## config.mk

```make
export PLATFORM = sky130hd
export DESIGN_NAME = rhd_recorder
export DESIGN_NICKNAME = d
export VERILOG_FILES = /design/src/verilog/rhd_spi_pkg.sv /design/src/verilog/rhd_rec_pkg.sv /design/src/verilog/rhd_recorder.sv /design/src/verilog/rhd_record_seq.sv /design/src/verilog/rhd_miso_lane.sv /design/src/verilog/rhd_spi_master.sv
export VERILOG_INCLUDE_DIRS = /design/src /design/src/verilog
export SDC_FILE = /design/constraint.sdc
export NUM_CORES = 1
export LEC_CHECK = 0
export BUFFER_PORTS_ARGS = -buffer_cell sky130_fd_sc_hd__buf_4
export CORE_MARGIN = 2
export CORE_UTILIZATION = 51
export DETAILED_ROUTE_END_ITERATION = 10
export GPL_TIMING_DRIVEN = 0
export PLACE_DENSITY = 0.75
export SLEW_MARGIN = 10
export SYNTH_ARGS = -nofsm -noshare
export SYNTH_HDL_FRONTEND = slang
export SYNTH_SLANG_ARGS = --single-unit
```

## constraint.sdc

```tcl
create_clock -name clk -period 6.9 [get_ports clk]
set_clock_uncertainty 0.1 [all_clocks]
set_input_delay 1.035 -clock clk [delete_from_list [all_inputs] [get_ports clk]]
set_output_delay 1.035 -clock clk [all_outputs]
set_load 0.02 [all_outputs]
```

## src/verilog/rhd_macros.svh

```systemverilog
`ifndef RHD_MACROS_SVH
`define RHD_MACROS_SVH

// Lanes and frame layout.
`define RHD_LANES 2
`define RHD_CONVERTS 32
`define RHD_FRAME_CMDS 35
`define RHD_PIPE_DELAY 2

// SPI word and clocking.
`define RHD_WORD_BITS 16
`define RHD_SCLK_DIV 4
`define RHD_MAX_OFFSET 15

// Start pulse to done pulse of one transfer.
`define RHD_SPI_FRAME_CYCLES \
    ((`RHD_WORD_BITS * `RHD_SCLK_DIV) + (`RHD_SCLK_DIV / 2) + `RHD_MAX_OFFSET + 3)

`define RHD_CHIP_ID_REG 63
`define RHD_DSP_OFFSET_REMOVAL 1

`endif
```

## src/verilog/rhd_spi_pkg.sv

```systemverilog
`include "rhd_macros.svh"

package rhd_spi_pkg;

    typedef logic [`RHD_WORD_BITS-1:0] rhd_word_t;

    typedef enum logic [1:0] {
        op_convert = 2'b00,
        op_write   = 2'b10,
        op_read    = 2'b11
    } rhd_op_e;

    // Command word as sent MSB first.
    typedef struct packed {
        rhd_op_e    op;
        logic [5:0] addr;
        logic [7:0] data;
    } rhd_cmd_t;

    typedef logic [$clog2(`RHD_MAX_OFFSET + 1)-1:0] rhd_offset_t;

    // One-cycle pulses at the SCLK edges.
    typedef struct packed {
        logic rise;
        logic fall;
    } spi_tick_t;

endpackage

```

## src/verilog/rhd_rec_pkg.sv

```systemverilog
`include "rhd_macros.svh"

package rhd_rec_pkg;

    // Both chips sharing one MISO line.
    typedef struct packed {
        rhd_spi_pkg::rhd_word_t a;
        rhd_spi_pkg::rhd_word_t b;
    } rhd_lane_words_t;

    // Lane 0 sits in the low bits.
    typedef struct packed {
        logic [$clog2(`RHD_CONVERTS)-1:0]   channel;
        rhd_lane_words_t [`RHD_LANES-1:0]   lanes;
    } rhd_sample_t;

    typedef enum logic [2:0] {
        rec_ready,
        rec_load,
        rec_tx,
        rec_rx,
        rec_done
    } rec_state_e;

endpackage

```

## src/verilog/rhd_recorder.sv

```systemverilog
`timescale 1ns/1ns
`include "rhd_macros.svh"

module rhd_recorder (
    input  logic                                          clk,
    input  logic                                          rstn,
    input  logic                                          record_start,
    input  rhd_spi_pkg::rhd_offset_t [`RHD_LANES-1:0]     oversample_offset,
    input  logic [`RHD_LANES-1:0]                         miso,
    output logic                                          cs,
    output logic                                          sclk,
    output logic                                          mosi,
    output logic                                          busy,
    output logic                                          done,
    output logic                                          sample_valid,
    output rhd_rec_pkg::rhd_sample_t                      sample,
    output rhd_rec_pkg::rhd_lane_words_t [`RHD_LANES-1:0] chip_id
);
    import rhd_spi_pkg::*;
    import rhd_rec_pkg::*;

    rhd_cmd_t                         cmd;
    spi_tick_t                        tick;
    logic                             spi_start;
    logic                             spi_done;
    rhd_lane_words_t [`RHD_LANES-1:0] lane_words;

    rhd_spi_master u_master (
        .clk   (clk),
        .rstn  (rstn),
        .start (spi_start),
        .cmd   (cmd),
        .cs    (cs),
        .sclk  (sclk),
        .mosi  (mosi),
        .tick  (tick),
        .done  (spi_done)
    );

    // One deserializer per MISO line, each with its own delay.
    for (genvar i = 0; i < `RHD_LANES; i++) begin : g_lane
        rhd_miso_lane u_lane (
            .clk    (clk),
            .rstn   (rstn),
            .tick   (tick),
            .offset (oversample_offset[i]),
            .miso   (miso[i]),
            .words  (lane_words[i])
        );
    end

    rhd_record_seq u_seq (
        .clk          (clk),
        .rstn         (rstn),
        .record_start (record_start),
        .spi_done     (spi_done),
        .lane_words   (lane_words),
        .spi_start    (spi_start),
        .cmd          (cmd),
        .busy         (busy),
        .done         (done),
        .sample_valid (sample_valid),
        .sample       (sample),
        .chip_id      (chip_id)
    );

endmodule

```

## src/verilog/rhd_record_seq.sv

```systemverilog
`timescale 1ns/1ns
`include "rhd_macros.svh"

module rhd_record_seq (
    input  logic                                          clk,
    input  logic                                          rstn,
    input  logic                                          record_start,
    input  logic                                          spi_done,
    input  rhd_rec_pkg::rhd_lane_words_t [`RHD_LANES-1:0] lane_words,
    output logic                                          spi_start,
    output rhd_spi_pkg::rhd_cmd_t                         cmd,
    output logic                                          busy,
    output logic                                          done,
    output logic                                          sample_valid,
    output rhd_rec_pkg::rhd_sample_t                      sample,
    output rhd_rec_pkg::rhd_lane_words_t [`RHD_LANES-1:0] chip_id
);
    import rhd_spi_pkg::*;
    import rhd_rec_pkg::*;

    localparam int IDX_W = $clog2(`RHD_FRAME_CMDS);
    localparam int CH_W  = $clog2(`RHD_CONVERTS);

    rec_state_e       state;
    logic [IDX_W-1:0] cmd_idx;
    logic             in_window;
    logic             id_slot;
    logic             last_cmd;
    rhd_cmd_t         next_cmd;

    assign busy = (state != rec_ready);
    assign done = (state == rec_done);

    // Results lag their command by the pipe delay.
    assign in_window = (cmd_idx >= IDX_W'(`RHD_PIPE_DELAY)) &&
                       (cmd_idx < IDX_W'(`RHD_CONVERTS + `RHD_PIPE_DELAY));
    assign id_slot   = (cmd_idx == IDX_W'(`RHD_CONVERTS + `RHD_PIPE_DELAY));
    assign last_cmd  = (cmd_idx == IDX_W'(`RHD_FRAME_CMDS - 1));

    always_comb begin
        if (cmd_idx < IDX_W'(`RHD_CONVERTS)) begin
            next_cmd.op   = op_convert;
            next_cmd.addr = 6'(cmd_idx);
            next_cmd.data = 8'(`RHD_DSP_OFFSET_REMOVAL);
        end else begin
            next_cmd.op   = op_read;
            next_cmd.addr = 6'(`RHD_CHIP_ID_REG);
            next_cmd.data = '0;
        end
    end

    always_ff @(posedge clk) begin
        if (!rstn) begin
            state        <= rec_ready;
            cmd_idx      <= '0;
            spi_start    <= 1'b0;
            sample_valid <= 1'b0;
            chip_id      <= '0;
        end else begin
            spi_start    <= 1'b0;
            sample_valid <= 1'b0;
            case (state)
                rec_ready: begin
                    if (record_start) begin
                        cmd_idx <= '0;
                        state   <= rec_load;
                    end
                end
                rec_load: begin
                    state <= rec_tx;
                end
                rec_tx: begin
                    spi_start <= 1'b1;
                    state     <= rec_rx;
                end
                rec_rx: begin
                    if (spi_done) begin
                        if (in_window) begin
                            sample_valid <= 1'b1;
                        end
                        if (id_slot) begin
                            chip_id <= lane_words;
                        end
                        if (last_cmd) begin
                            state <= rec_done;
                        end else begin
                            cmd_idx <= cmd_idx + 1'b1;
                            state   <= rec_load;
                        end
                    end
                end
                rec_done: begin
                    state <= rec_ready;
                end
                default: begin
                    state <= rec_ready;
                end
            endcase
        end
    end

    always_ff @(posedge clk) begin
        if (state == rec_load) begin
            cmd <= next_cmd;
        end
        if (state == rec_rx && spi_done && in_window) begin
            sample.channel <= CH_W'(cmd_idx - IDX_W'(`RHD_PIPE_DELAY));
            sample.lanes   <= lane_words;
        end
    end

endmodule

```

## src/verilog/rhd_miso_lane.sv

```systemverilog
`timescale 1ns/1ns
`include "rhd_macros.svh"

module rhd_miso_lane (
    input  logic                          clk,
    input  logic                          rstn,
    input  rhd_spi_pkg::spi_tick_t        tick,
    input  rhd_spi_pkg::rhd_offset_t      offset,
    input  logic                          miso,
    output rhd_rec_pkg::rhd_lane_words_t  words
);
    import rhd_spi_pkg::*;

    localparam int W     = `RHD_WORD_BITS;
    localparam int CNT_W = $clog2(`RHD_WORD_BITS);

    // Entry i holds the tick delayed by i+1 cycles.
    spi_tick_t [`RHD_MAX_OFFSET-1:0] tick_line;
    spi_tick_t                       tick_d;
    logic [CNT_W-1:0]                rise_cnt;

    always_ff @(posedge clk) begin
        if (!rstn) begin
            tick_line <= '0;
        end else begin
            tick_line <= {tick_line[`RHD_MAX_OFFSET-2:0], tick};
        end
    end

    always_comb begin
        if (offset == '0) begin
            tick_d = tick;
        end else begin
            tick_d = tick_line[offset - 1'b1];
        end
    end

    // Counts rises within a word, wraps at the frame end.
    always_ff @(posedge clk) begin
        if (!rstn) begin
            rise_cnt <= '0;
        end else if (tick_d.rise) begin
            rise_cnt <= rise_cnt + 1'b1;
        end
    end

    // Side a after rising SCLK, side b after falling.
    always_ff @(posedge clk) begin
        if (tick_d.rise) begin
            if (rise_cnt == '0) begin
                words.a <= {{(W - 1){1'b0}}, miso};
                words.b <= '0;
            end else begin
                words.a <= {words.a[W-2:0], miso};
            end
        end
        if (tick_d.fall) begin
            words.b <= {words.b[W-2:0], miso};
        end
    end

endmodule

```

## src/verilog/rhd_spi_master.sv

```systemverilog
`timescale 1ns/1ns
`include "rhd_macros.svh"

module rhd_spi_master (
    input  logic                    clk,
    input  logic                    rstn,
    input  logic                    start,
    input  rhd_spi_pkg::rhd_cmd_t   cmd,
    output logic                    cs,
    output logic                    sclk,
    output logic                    mosi,
    output rhd_spi_pkg::spi_tick_t  tick,
    output logic                    done
);
    import rhd_spi_pkg::*;

    localparam int DIV_W   = $clog2(`RHD_SCLK_DIV);
    localparam int BIT_W   = $clog2(`RHD_WORD_BITS);
    localparam int GUARD_W = $clog2(`RHD_MAX_OFFSET + 2);
    localparam int HALF    = `RHD_SCLK_DIV / 2;

    logic               shifting;
    logic               tail;
    logic               guarding;
    logic               idle;
    logic               rise_edge;
    logic               fall_edge;
    logic [DIV_W-1:0]   div_cnt;
    logic [BIT_W-1:0]   bit_cnt;
    logic [GUARD_W-1:0] guard_cnt;
    rhd_word_t          shreg;

    assign idle      = !(shifting || tail || guarding);
    assign rise_edge = shifting && (div_cnt == DIV_W'(HALF - 1));
    assign fall_edge = shifting && (div_cnt == DIV_W'(`RHD_SCLK_DIV - 1));
    assign mosi      = shreg[`RHD_WORD_BITS-1];

    always_ff @(posedge clk) begin
        if (!rstn) begin
            cs        <= 1'b1;
            sclk      <= 1'b0;
            tick      <= '0;
            done      <= 1'b0;
            shifting  <= 1'b0;
            tail      <= 1'b0;
            guarding  <= 1'b0;
            div_cnt   <= '0;
            bit_cnt   <= '0;
            guard_cnt <= '0;
            shreg     <= '0;
        end else begin
            tick <= '0;
            done <= 1'b0;
            if (shifting || tail) begin
                div_cnt <= div_cnt + 1'b1;
            end
            if (start && idle) begin
                cs       <= 1'b0;
                shifting <= 1'b1;
                div_cnt  <= '0;
                bit_cnt  <= '0;
                shreg    <= cmd;
            end
            if (rise_edge) begin
                sclk      <= 1'b1;
                tick.rise <= 1'b1;
            end
            // MOSI moves on the falling edge.
            if (fall_edge) begin
                sclk      <= 1'b0;
                tick.fall <= 1'b1;
                bit_cnt   <= bit_cnt + 1'b1;
                shreg     <= {shreg[`RHD_WORD_BITS-2:0], 1'b0};
                if (bit_cnt == BIT_W'(`RHD_WORD_BITS - 1)) begin
                    shifting <= 1'b0;
                    tail     <= 1'b1;
                end
            end
            // Half a period low before CS releases.
            if (tail && div_cnt == DIV_W'(HALF - 1)) begin
                tail      <= 1'b0;
                cs        <= 1'b1;
                guarding  <= 1'b1;
                guard_cnt <= '0;
            end
            // Wait out the largest lane delay.
            if (guarding) begin
                guard_cnt <= guard_cnt + 1'b1;
                if (guard_cnt == GUARD_W'(`RHD_MAX_OFFSET + 1)) begin
                    guarding <= 1'b0;
                    done     <= 1'b1;
                end
            end
        end
    end

endmodule

```

==> results.py, run 1 <==
metrics = {
    "worst_setup_path": {
        "end_kind": "flip-flop",
        "cp_max_fo": 16,
        "crit_required_ns": 6.92,
        "crit_type": "in -> reg",
        "startpoint_type": "input pin",
        "crit_arrival_ns": 3.89,
    },
    "power": {
        "p_leak_nw": 4.98,
        "switching_share_pct": 21.1,
        "p_seq_share_pct": 53.3,
        "clockPowerShare_pct": 43.6,
        "combPwrFrac_pct": 3.1,
        "intPower_mw": 2.73,
        "ir_worst_vdd_uv": 206,
        "power_mw": 3.45,
        "p_sw_mw": 0.729,
        "powerDensity_mw_per_mm2": 258,
    },
    "yosys": {
        "synthArstFlopShare_pct": 0,
        "yosysWarnings": 0,
        "synth_top_area_share_pct": 38.7,
        "postSynthRegisterBits": 289,
        "synth_edf_count": 141,
        "synthFlopType": "dfxtp_1",
        "yosys-top-cells-area": "edfxtp_1, dfxtp_1, nand2_1",
        "syn_nets": 967,
        "yosysSeqAreaShare_pct": 65.8,
        "syn_inst": 936,
        "yosys.area.top_type": "edfxtp_1",
        "syn_area_mm2": 0.0109,
        "avgSynthCellArea_um2": 11.7,
        "ys_types": 51,
    },
    "clocking": {
        "cts_made_buffers": 28,
        "cts-root-buf": "clkbuf_16",
        "clockBufferDepth": 3,
        "ctsHtreeMaxLevel": 1,
        "clk_pin_slew_worst_paths_ns": 0.06,
        "clkLatencyLatePin_ns": 0.54,
        "cts_setup_buffers": 0,
        "clock_sinks": 289,
        "postCtsHoldBufs": 0,
        "cts_tree": "done",
        "cts_resized": 0,
    },
    "timing": {
        "relSlewSlack_pct": 23.2,
        "drv_slew": 0,
        "grt_setup_unrepaired": "no",
        "finalSetupViolCount": 0,
        "final-hold-violation-count": 0,
        "fmax_mhz": 258,
        "timing.final.crit_period_ns": 3.88,
        "whs_ns": 0.351,
        "period_share_pct": 56.2,
        "tightest_slew_ns": 1.15,
        "setup_tns_ns": 0,
    },
    "layout": {
        "diodes": 0,
        "nets": 1150,
        "stdcell_count": 1416,
        "stdcell_area_mm2": 0.0134,
        "area_growth_pct": 22.7,
        "drive_gt1_share_pct": 20.0,
        "nFillCells": 1669,
    },
    "floorplan": {
        "dieArea_mm2": 0.0226,
        "core.rowCount": 53,
        "die_w_um": 150,
        "dieHeight_um": 150,
        "core_area_mm2": 0.0210,
        "floorplan.initialDensity_pct": 52.0,
        "ios": 152,
    },
    "global_routing": {
        "grt.overflow.total": 0,
        "grt_pass1_vias": 7086,
        "antenna_found_initial": 0,
        "grt_max_degree": 19,
        "grt_pass1_wl_um": 37800,
        "track_usage_pct": 21.1,
    },
    "place": {
        "dpl.cell_count": 1364,
        "place.gp.congestion": 0.816,
        "dp_hpwl_um": 17000,
        "portBuffers": 148,
        "placed_cell_area_mm2": 0.0125,
    },
    "drt": {
        "vias": 7565,
        "route.detailed.drc": 0,
        "viasPerCell": 5.34,
        "wl_per_cell_um": 17.0,
        "wl_um": 24000,
        "dr.pass1.iters": 5,
        "antenna_left": 0,
        "first_iter_violations": 452,
    },
    "run_status": {
        "status": "complete, no violations",
    },
    "job": {
        "maxCapViolations": 0,
    },
    "hold_path": {
        "hp-class": "reg -> reg",
    },
}
state kept, by name (all words and copies together) (netlist names), 2 cells and up:
register                 flops
u_seq.cmd                    8
g_lane.u_lane.tick_line     30
u_master.bit_cnt             4
u_seq.cmd_idx                6
u_seq.chip_id               64
u_master.div_cnt             2
u_seq.state                  3
u_seq.sample                69
g_lane.u_lane.rise_cnt       8
u_master.guard_cnt           5
u_master.tick                2
u_master.shreg              16
g_lane.u_lane.words         64
logic make-up (layout without fill, tap and decap cells):
logic type | count (synthesis) | count (layout) | share of synthesized area [%]
adders and majority gates | 18 | 18 | 2.06
AOI/OAI and AO/OA | 135 | 135 | 7.00
buffers and inverters | 69 | 274 | 2.63
and+or+nand+nor | 385 | 385 | 17.1
xor gates and xnor gates | 9 | 9 | 0.721
muxes | 31 | 31 | 4.61
DFF | 289 | 289 | 65.8
path summary, 6_finish.rpt:
kind	from	endpoint	slack (ns)	cells after the start
max reg2reg	g_lane[1].u_lane.rise_cnt[0]$_SDFFE_PN0P_	g_lane[1].u_lane.words[11]$_SDFFCE_PN0P_	3.77	6
max	oversample_offset[4]	g_lane[1].u_lane.words[11]$_SDFFCE_PN0P_	3.02	10
min reg2reg	u_master.shreg[3]$_SDFFE_PN0P_	u_master.shreg[4]$_SDFFE_PN0P_	0.35	2
min	u_master.shreg[3]$_SDFFE_PN0P_	u_master.shreg[4]$_SDFFE_PN0P_	0.35	2
per-stage QoR:
stage | setup WS, ns | utilization, %
after floorplan | 0.0159 | -
final | 3.02 | 63.8
after global routing | 2.76 | 63.8
after global placement | -3.14 | 58.9
after detailed placement | 2.44 | 59.4
after CTS | 2.96 | 63.8
critical path, stage by stage:
cell and delay [ns]:
buf_4 0.17, inv_1 0.09, ha_1 0.37, buf_6 0.19, mux4_1 0.31, mux2i_1 0.17, mux2i_1 0.11, mux2i_1 0.60
buf_2 0.36, nand2_1 0.47
metal layers:
| layer | part of all wire (%) | wire, µm | vias up | track usage [%] |
|---|---|---|---|---|
| met5 | 0 | 0 | - | 0 |
| met1 | 43 | 10400 | 3673 | 29.7 |
| li1 | - | - | 3635 | - |
| met2 | 48 | 11600 | 220 | 34.7 |
| met3 | 6.0 | 1440 | 37 | 2.61 |
| met4 | 2.3 | 554 | 0 | 5.90 |
placed cells by master, fill, tap and decap left out, drive strengths merged, types with 2 or more instances in the layout:
cell type	Yosys	final
mux2i	14	14
o211ai	2	2
and3	5	5
a211oi	4	4
clkbuf	36	71
nor2b	50	50
clkinv	1	11
or3b	2	2
a311oi	8	8
a21o	2	2
bufinv	0	2
clkinvlp	0	3
nand4b	4	4
a41oi	2	2
xor2	3	3
xnor2	6	6
nand3b	3	3
o2bb2ai	2	2
o31ai	2	2
buf	13	166
nor2	42	42
nand2b	4	4
a21oi	96	96
nand4	9	9
nor3b	6	6
mux2	3	3
ha	18	18
dfxtp	148	148
nand3	19	19
nor3	8	8
mux4	14	14
or2	2	2
nand2	174	174
and2	50	50
or4	4	4
inv	18	20
edfxtp	141	141
o21ai	11	11
cell usage after synthesis (all sizes together), types with 4 or more instances:
| library cell | count |
|---|---|
| a311oi | 8 |
| nand2b | 4 |
| or4 | 4 |
| mux2i | 14 |
| xnor2 | 6 |
| dfxtp | 148 |
| clkbuf | 36 |
| a211oi | 4 |
| nor2b | 50 |
| a21oi | 96 |
| nor2 | 42 |
| inv | 18 |
| edfxtp | 141 |
| nand4 | 9 |
| nand4b | 4 |
| buf | 13 |
| nor3b | 6 |
| ha | 18 |
| and2 | 50 |
| and3 | 5 |
| nor3 | 8 |
| nand2 | 174 |
| o21ai | 11 |
| mux4 | 14 |
| nand3 | 19 |
power by group through the flow:
stage	Sequential, mW	Clock, mW	Combinational (mW)
6_report	1.84	1.51	0.107
5_1_grt	1.84	1.61	0.118
4_1_cts	1.84	1.53	0.108
3_5_place_dp	1.88	0	0.107
3_3_place_gp	1.88	0	0.103
2_1_floorplan	1.87	0	0.0722
layout make-up:
| class | instances | area [µm²] | share of cell area [%] |
|---|---|---|---|
| plain buffers | 50 | 216 | 1.61 |
| clock buffers | 35 | 767 | 5.72 |
| clock inverters | 17 | 159 | 1.18 |
| inverters | 19 | 71.3 | 0.532 |
| multi-input cells | 578 | 3470 | 25.9 |
| flip-flops and latches | 289 | 7200 | 53.7 |
| well taps | 275 | 344 | 2.57 |
| repair buffers | 153 | 1190 | 8.84 |
(Power assumes the default switching activity.)
==> inputs of run 2 (changes only) <==
- clock period: 6.9 -> 3.2 ns (I/O delays scaled with it)
==> run 2 against run 1 <==
Compared with the run above: sequential cell count unchanged; routed wire length up 0.72%; combinational power up 110%; setup slack worse by 2.8 ns; register-to-register slack worse by 3.5 ns; count of clock-buffer cells in the layout up 4; sequential power up 120%; sequential share of layout area about the same; critical path depth unchanged; via count up 0.58%; worst hold slack worse by 0.31 ns.
==> results.py, run 2 (synthesis results as in run 1) <==
metrics = {
    "timing": {
        "relSlewSlack_pct": 21.8,
        "drv_slew": 0,
        "period_share_pct": 93.6,
        "timing.final.crit_period_ns": 2.99,
        "final-hold-violation-count": 0,
        "fmax_mhz": 334,
        "grt_setup_unrepaired": "no",
        "whs_ns": 0.0402,
        "tightest_slew_ns": 1.17,
        "setup_tns_ns": 0,
        "finalSetupViolCount": 0,
    },
    "drt": {
        "antenna_left": 0,
        "first_iter_violations": 416,
        "vias": 7609,
        "route.detailed.drc": 0,
        "dr.pass1.iters": 4,
        "wl_per_cell_um": 17.1,
        "wl_um": 24200,
        "viasPerCell": 5.38,
    },
    "floorplan": {
        "die_w_um": 150,
        "floorplan.initialDensity_pct": 52.0,
        "dieArea_mm2": 0.0226,
        "core_area_mm2": 0.0210,
        "dieHeight_um": 150,
        "ios": 152,
        "core.rowCount": 53,
    },
    "clocking": {
        "cts_made_buffers": 28,
        "cts_tree": "done",
        "clk_pin_slew_worst_paths_ns": 0.06,
        "clkLatencyLatePin_ns": 0.53,
        "cts-root-buf": "clkbuf_16",
        "ctsHtreeMaxLevel": 1,
        "postCtsHoldBufs": 0,
        "clockBufferDepth": 3,
        "clock_sinks": 289,
        "cts_setup_buffers": 0,
    },
    "worst_setup_path": {
        "crit_required_ns": 3.25,
        "end_kind": "flip-flop",
        "crit_arrival_ns": 3.05,
        "cp_slowest_stage_delay_ns": 0.69,
        "cp_num_buf_inv": 4,
        "slowest_stage": "nor2_2",
        "r2r_setup_slack_ns": 0.28,
        "cpLargestDelayFamily": "simple AND/OR/NAND/NOR gates",
        "crit_type": "in -> reg",
        "crit_path_cell_trace": "buf_6 > inv_1 > ha_1 > clkbuf_1 > nor2b_1 > o2bb2ai_1 > mux4_2 > buf_2 > nor2_1 > nor2_2",
        "cp_max_fo": 16,
        "startpoint_type": "input pin",
    },
    "layout": {
        "mostFrequentLayoutCells": "nand2_1, buf_4, dfxtp_1, edfxtp_1, a21oi_1",
        "diodes": 0,
        "reg_top3": "u_seq.sample x69, g_lane.u_lane.words x64, u_seq.chip_id x64",
        "layout_commonest_cell": "nand2_1",
        "nets": 1150,
        "area_growth_pct": 22.6,
        "drive_gt1_share_pct": 19.8,
        "nFillCells": 1597,
        "regMostFlops": "u_seq.sample",
        "largest_reg_flops": 69,
    },
    "power": {
        "powerDensity_mw_per_mm2": 551,
        "ir_worst_vdd_uv": 349,
        "p_leak_nw": 4.96,
    },
    "global_routing": {
        "antenna_found_initial": 0,
        "grt.overflow.total": 0,
        "grt_max_degree": 19,
        "grt_pass1_vias": 7359,
        "track_usage_pct": 21.1,
        "grt_pass1_wl_um": 37800,
    },
    "place": {
        "portBuffers": 148,
        "place.gp.congestion": 0.809,
        "dp_hpwl_um": 17200,
    },
    "run_status": {
        "status": "complete, no violations",
    },
    "hold_path": {
        "hp-class": "in -> reg",
    },
    "job": {
        "maxCapViolations": 0,
    },
}
run 2: layout make-up:
class	instances	area (µm²)	share of cell area [%]
Sequential cell	289	7200	53.7
Multi-Input combinational cell	578	3490	26.0
Timing Repair Buffer	153	1190	8.85
Clock buffer	39	783	5.84
Tap cell	275	344	2.57
Buffer	50	226	1.69
Clock inverter	12	113	0.840
Inverter	19	71.3	0.532
run 2: worst paths after layout:
check | start | endpoint | cells past startpoint
worst max register to register | u_seq.cmd_idx[1]$_SDFFE_PN0P_ | u_seq.chip_id[62]$_SDFFE_PN0P_ | 8
worst min register to register | g_lane[0].u_lane.words[15]$_SDFFCE_PN0P_ | u_seq.sample[15]$_DFFE_PP_ | 0
worst min-delay path | miso[1] | g_lane[1].u_lane.words[16]$_DFFE_PP_ | 1
worst max-delay path | oversample_offset[0] | g_lane[0].u_lane.words[28]$_SDFFCE_PN0P_ | 10
run 2: timing repair:
item	CTS	global route
hold endpoints to repair	0	0
endpoints found under the setup margin	16	32
gates resized for setup	1	2
cloned	0	0
run 2: routing by layer:
metal / vias up / routed length, µm / track usage, % / share of wire, %
li1: 3627 / - / - / -
met4: 0 / 397 / 4.86 / 1.6
met5: - / 0 / 0 / 0
met2: 276 / 11900 / 35.9 / 49
met1: 3675 / 10200 / 28.5 / 42
met3: 31 / 1700 / 3.36 / 7.0
run 2: metrics by stage:
step | cells | utilization, % | worst slack (ns) | power (mW) | area, µm²
6_report | 1415 | 63.8 | 0.205 | 7.39 | 13400
3_5_place_dp | 1364 | 59.5 | -0.705 | 4.27 | 12500
3_3_place_gp | 1359 | 59.1 | -1.24 | 4.27 | 12400
2_1_floorplan | 936 | - | -0.181 | 4.19 | 11000
5_1_grt | 1415 | 63.8 | 0.0845 | 7.62 | 13400
4_1_cts | 1415 | 63.7 | 0.0252 | 7.44 | 13400
run 2: where the power goes:
part | internal (mW) | leakage [nW] | switching [mW] | total [mW]
clock network | 1.86 | 0.438 | 1.32 | 3.19
registers | 3.93 | 2.50 | 0.0403 | 3.97
logic | 0.0780 | 2.03 | 0.152 | 0.230
total | 5.87 | 4.96 | 1.52 | 7.39
==> inputs of run 3 (changes only) <==
- CORE_ASPECT_RATIO: default -> 1.2
- PLACE_DENSITY: 0.75 -> 0.79
- REMOVE_ABC_BUFFERS: default -> 1
==> run 3 against run 2 <==
Compared with the run above: routed wire length decreased by 6.6%; sequential cell count stayed put; combinational power decreased by 6%; first-iteration DRC count grew 26%; clock power increased by 4%; critical path depth down 4; critical endpoint is now u_seq.chip_id[41]$_SDFFE_PN0P_; largest cell class unchanged.
==> results.py, run 3 (synthesis results as in run 1) <==
metrics = {
    "run_status": {
        "status": "complete, no violations",
    },
    "drt": {
        "antenna_left": 0,
        "dr.pass1.iters": 5,
        "wl_um": 22600,
        "first_iter_violations": 524,
        "route.detailed.drc": 0,
        "wl_per_cell_um": 16.5,
        "viasPerCell": 5.38,
        "vias": 7354,
    },
    "worst_setup_path": {
        "r2r.worst_path.cells": 6,
        "end_kind": "flip-flop",
        "startpoint_type": "flip-flop",
        "rr_startpoint": "u_seq.cmd_idx[1]$_SDFFE_PN0P_",
        "r2r-end": "u_seq.chip_id[41]$_SDFFE_PN0P_",
        "crit_required_ns": 3.45,
        "cp_max_fo": 65,
        "r2r_setup_slack_ns": 0.30,
        "crit_type": "reg -> reg",
        "crit_arrival_ns": 3.15,
    },
    "timing": {
        "final-hold-violation-count": 0,
        "grt_setup_unrepaired": "no",
        "whs_ns": 0.0429,
        "relSlewSlack_pct": 27.2,
        "period_share_pct": 90.6,
        "fmax_mhz": 345,
        "tightest_slew_ns": 1.09,
        "worst_slack_ns": 0.300,
        "finalSetupViolCount": 0,
        "timing.final.crit_period_ns": 2.90,
        "drv_slew": 0,
    },
    "layout": {
        "area_growth_pct": 21.9,
        "post-route-util_pct": 63.5,
        "mostFrequentLayoutCells": "nand2_1, buf_4, dfxtp_1, edfxtp_1, a21oi_1",
        "diodes": 0,
        "drive_gt1_share_pct": 21.2,
        "nets": 1107,
        "nFillCells": 1593,
        "stdcell_area_mm2": 0.0133,
        "layout_commonest_cell": "nand2_1",
        "largest_reg_flops": 69,
        "regMostFlops": "u_seq.sample",
        "reg_top3": "u_seq.sample x69, g_lane.u_lane.words x64, u_seq.chip_id x64",
    },
    "clocking": {
        "cts_tree": "done",
        "ctsHtreeMaxLevel": 1,
        "postCtsHoldBufs": 0,
        "cts_made_buffers": 27,
        "clkLatencyLatePin_ns": 0.53,
        "cts-root-buf": "clkbuf_16",
        "clk_pin_slew_worst_paths_ns": 0.07,
        "clock_sinks": 289,
        "clockBufferDepth": 3,
        "cts_setup_buffers": 0,
    },
    "global_routing": {
        "track_usage_pct": 19.8,
        "use_met1_pct": 25.9,
        "grt.overflow.total": 0,
        "grt_max_degree": 100,
        "grt_pass1_vias": 7156,
        "grt_pass1_wl_um": 35800,
        "top_usage_layer": "met2",
        "antenna_found_initial": 0,
        "grt_use_met3_pct": 2.36,
        "met2_usage_pct": 34.9,
    },
    "place": {
        "post-place-ws_ns": -0.947,
        "placed_cell_area_mm2": 0.0124,
        "dp_hpwl_um": 14400,
        "place.gp.congestion": 0.785,
        "portBuffers": 151,
    },
    "floorplan": {
        "floorplan.initialDensity_pct": 52.1,
        "dieHeight_um": 164,
        "die_w_um": 138,
        "ios": 152,
        "dieArea_mm2": 0.0226,
        "core_area_mm2": 0.0210,
        "core.rowCount": 58,
    },
    "power": {
        "switching_share_pct": 20.5,
        "p_sw_mw": 1.54,
        "ir_worst_vdd_uv": 382,
        "clockPowerShare_pct": 44.3,
        "p_leak_nw": 4.94,
        "combPwrFrac_pct": 2.9,
        "powerDensity_mw_per_mm2": 563,
        "intPower_mw": 5.96,
        "p_seq_share_pct": 52.9,
    },
    "hold_path": {
        "hp-class": "in -> reg",
        "hold_depth": 1,
        "min_to": "g_lane[0].u_lane.words[16]$_DFFE_PP_",
        "hold_start": "miso[0]",
    },
    "job": {
        "maxCapViolations": 0,
    },
}
[run 3: changes by cell type in the layout (fill, tap and decap cells not counted), moves of 3 or more]
cell and change:
clkinv_4 +3, nor3b_1 -3, buf_4 +4, buf_1 -6
bufinv_16 +3, buf_2 -4, clkbuf_1 -38, nor3b_2 +3
clkbuf_8 -3
[run 3: critical path, cell delays in order, from the launching register on]
cell,delay (ns)
dfxtp_1,0.47
ha_1,0.20
nand2_1,0.07
nor4_1,0.79
nand2b_4,0.63
nand2_1,0.27
a21oi_1,0.12
[run 3: metrics by stage]
stage	setup TNS (ns)	total power [mW]	cells
2_1_floorplan	-286.61	4.17	886
3_3_place_gp	-747.01	4.25	1307
3_5_place_dp	-34.77	4.26	1317
4_1_cts	0	7.56	1367
5_1_grt	0	7.71	1367
6_report	0	7.50	1367
[run 3: timing repair]
action,in CTS,in global routing
endpoints found under the setup margin,32,0
gates resized for setup,3,0
endpoints found under the hold margin,0,0
[run 3: area by class of cell]
class	instances	area, µm²	share of cell area [%]
well taps	270	338	2.54
multi-input cells	578	3510	26.4
flip-flops and latches	289	7200	54.0
clock inverters	18	229	1.72
clock buffers	32	694	5.21
inverters	19	76.3	0.573
repair buffers	161	1270	9.57
[run 3: how the worst max path moves through the flow]
stage | from | endpoint | slack (ns) | cells after the start
global route | oversample_offset[4] | g_lane[1].u_lane.words[5]$_SDFFCE_PN0P_ | 0.06 | 8
CTS | u_seq.cmd_idx[1]$_SDFFE_PN0P_ | u_seq.chip_id[62]$_SDFFE_PN0P_ | 0.22 | 6
finish | u_seq.cmd_idx[1]$_SDFFE_PN0P_ | u_seq.chip_id[41]$_SDFFE_PN0P_ | 0.30 | 6
global placement | u_seq.cmd_idx[1]$_SDFFE_PN0P_ | u_seq.sample[58]$_DFFE_PP_ | -6.97 | 2
floorplan | u_seq.cmd_idx[1]$_SDFFE_PN0P_ | u_seq.sample[0]$_DFFE_PP_ | -3.61 | 2
detailed placement | oversample_offset[4] | g_lane[1].u_lane.words[15]$_SDFFCE_PN0P_ | -0.95 | 8
[run 3: per-layer routing]
| metal | vias up | part of all wire, % |
|---|---|---|
| met4 | 0 | 2.0 |
| met5 | - | 0 |
| li1 | 3537 | - |
| met1 | 3571 | 42 |
| met2 | 210 | 50 |
| met3 | 36 | 5.7 |
[run 3: power groups by stage]
stage | Sequential, mW | Combinational [mW] | Clock [mW]
2_1_floorplan | 4.03 | 0.136 | 0
3_3_place_gp | 4.04 | 0.207 | 0
3_5_place_dp | 4.04 | 0.216 | 0
4_1_cts | 3.96 | 0.219 | 3.38
5_1_grt | 3.97 | 0.239 | 3.51
6_report | 3.96 | 0.216 | 3.32
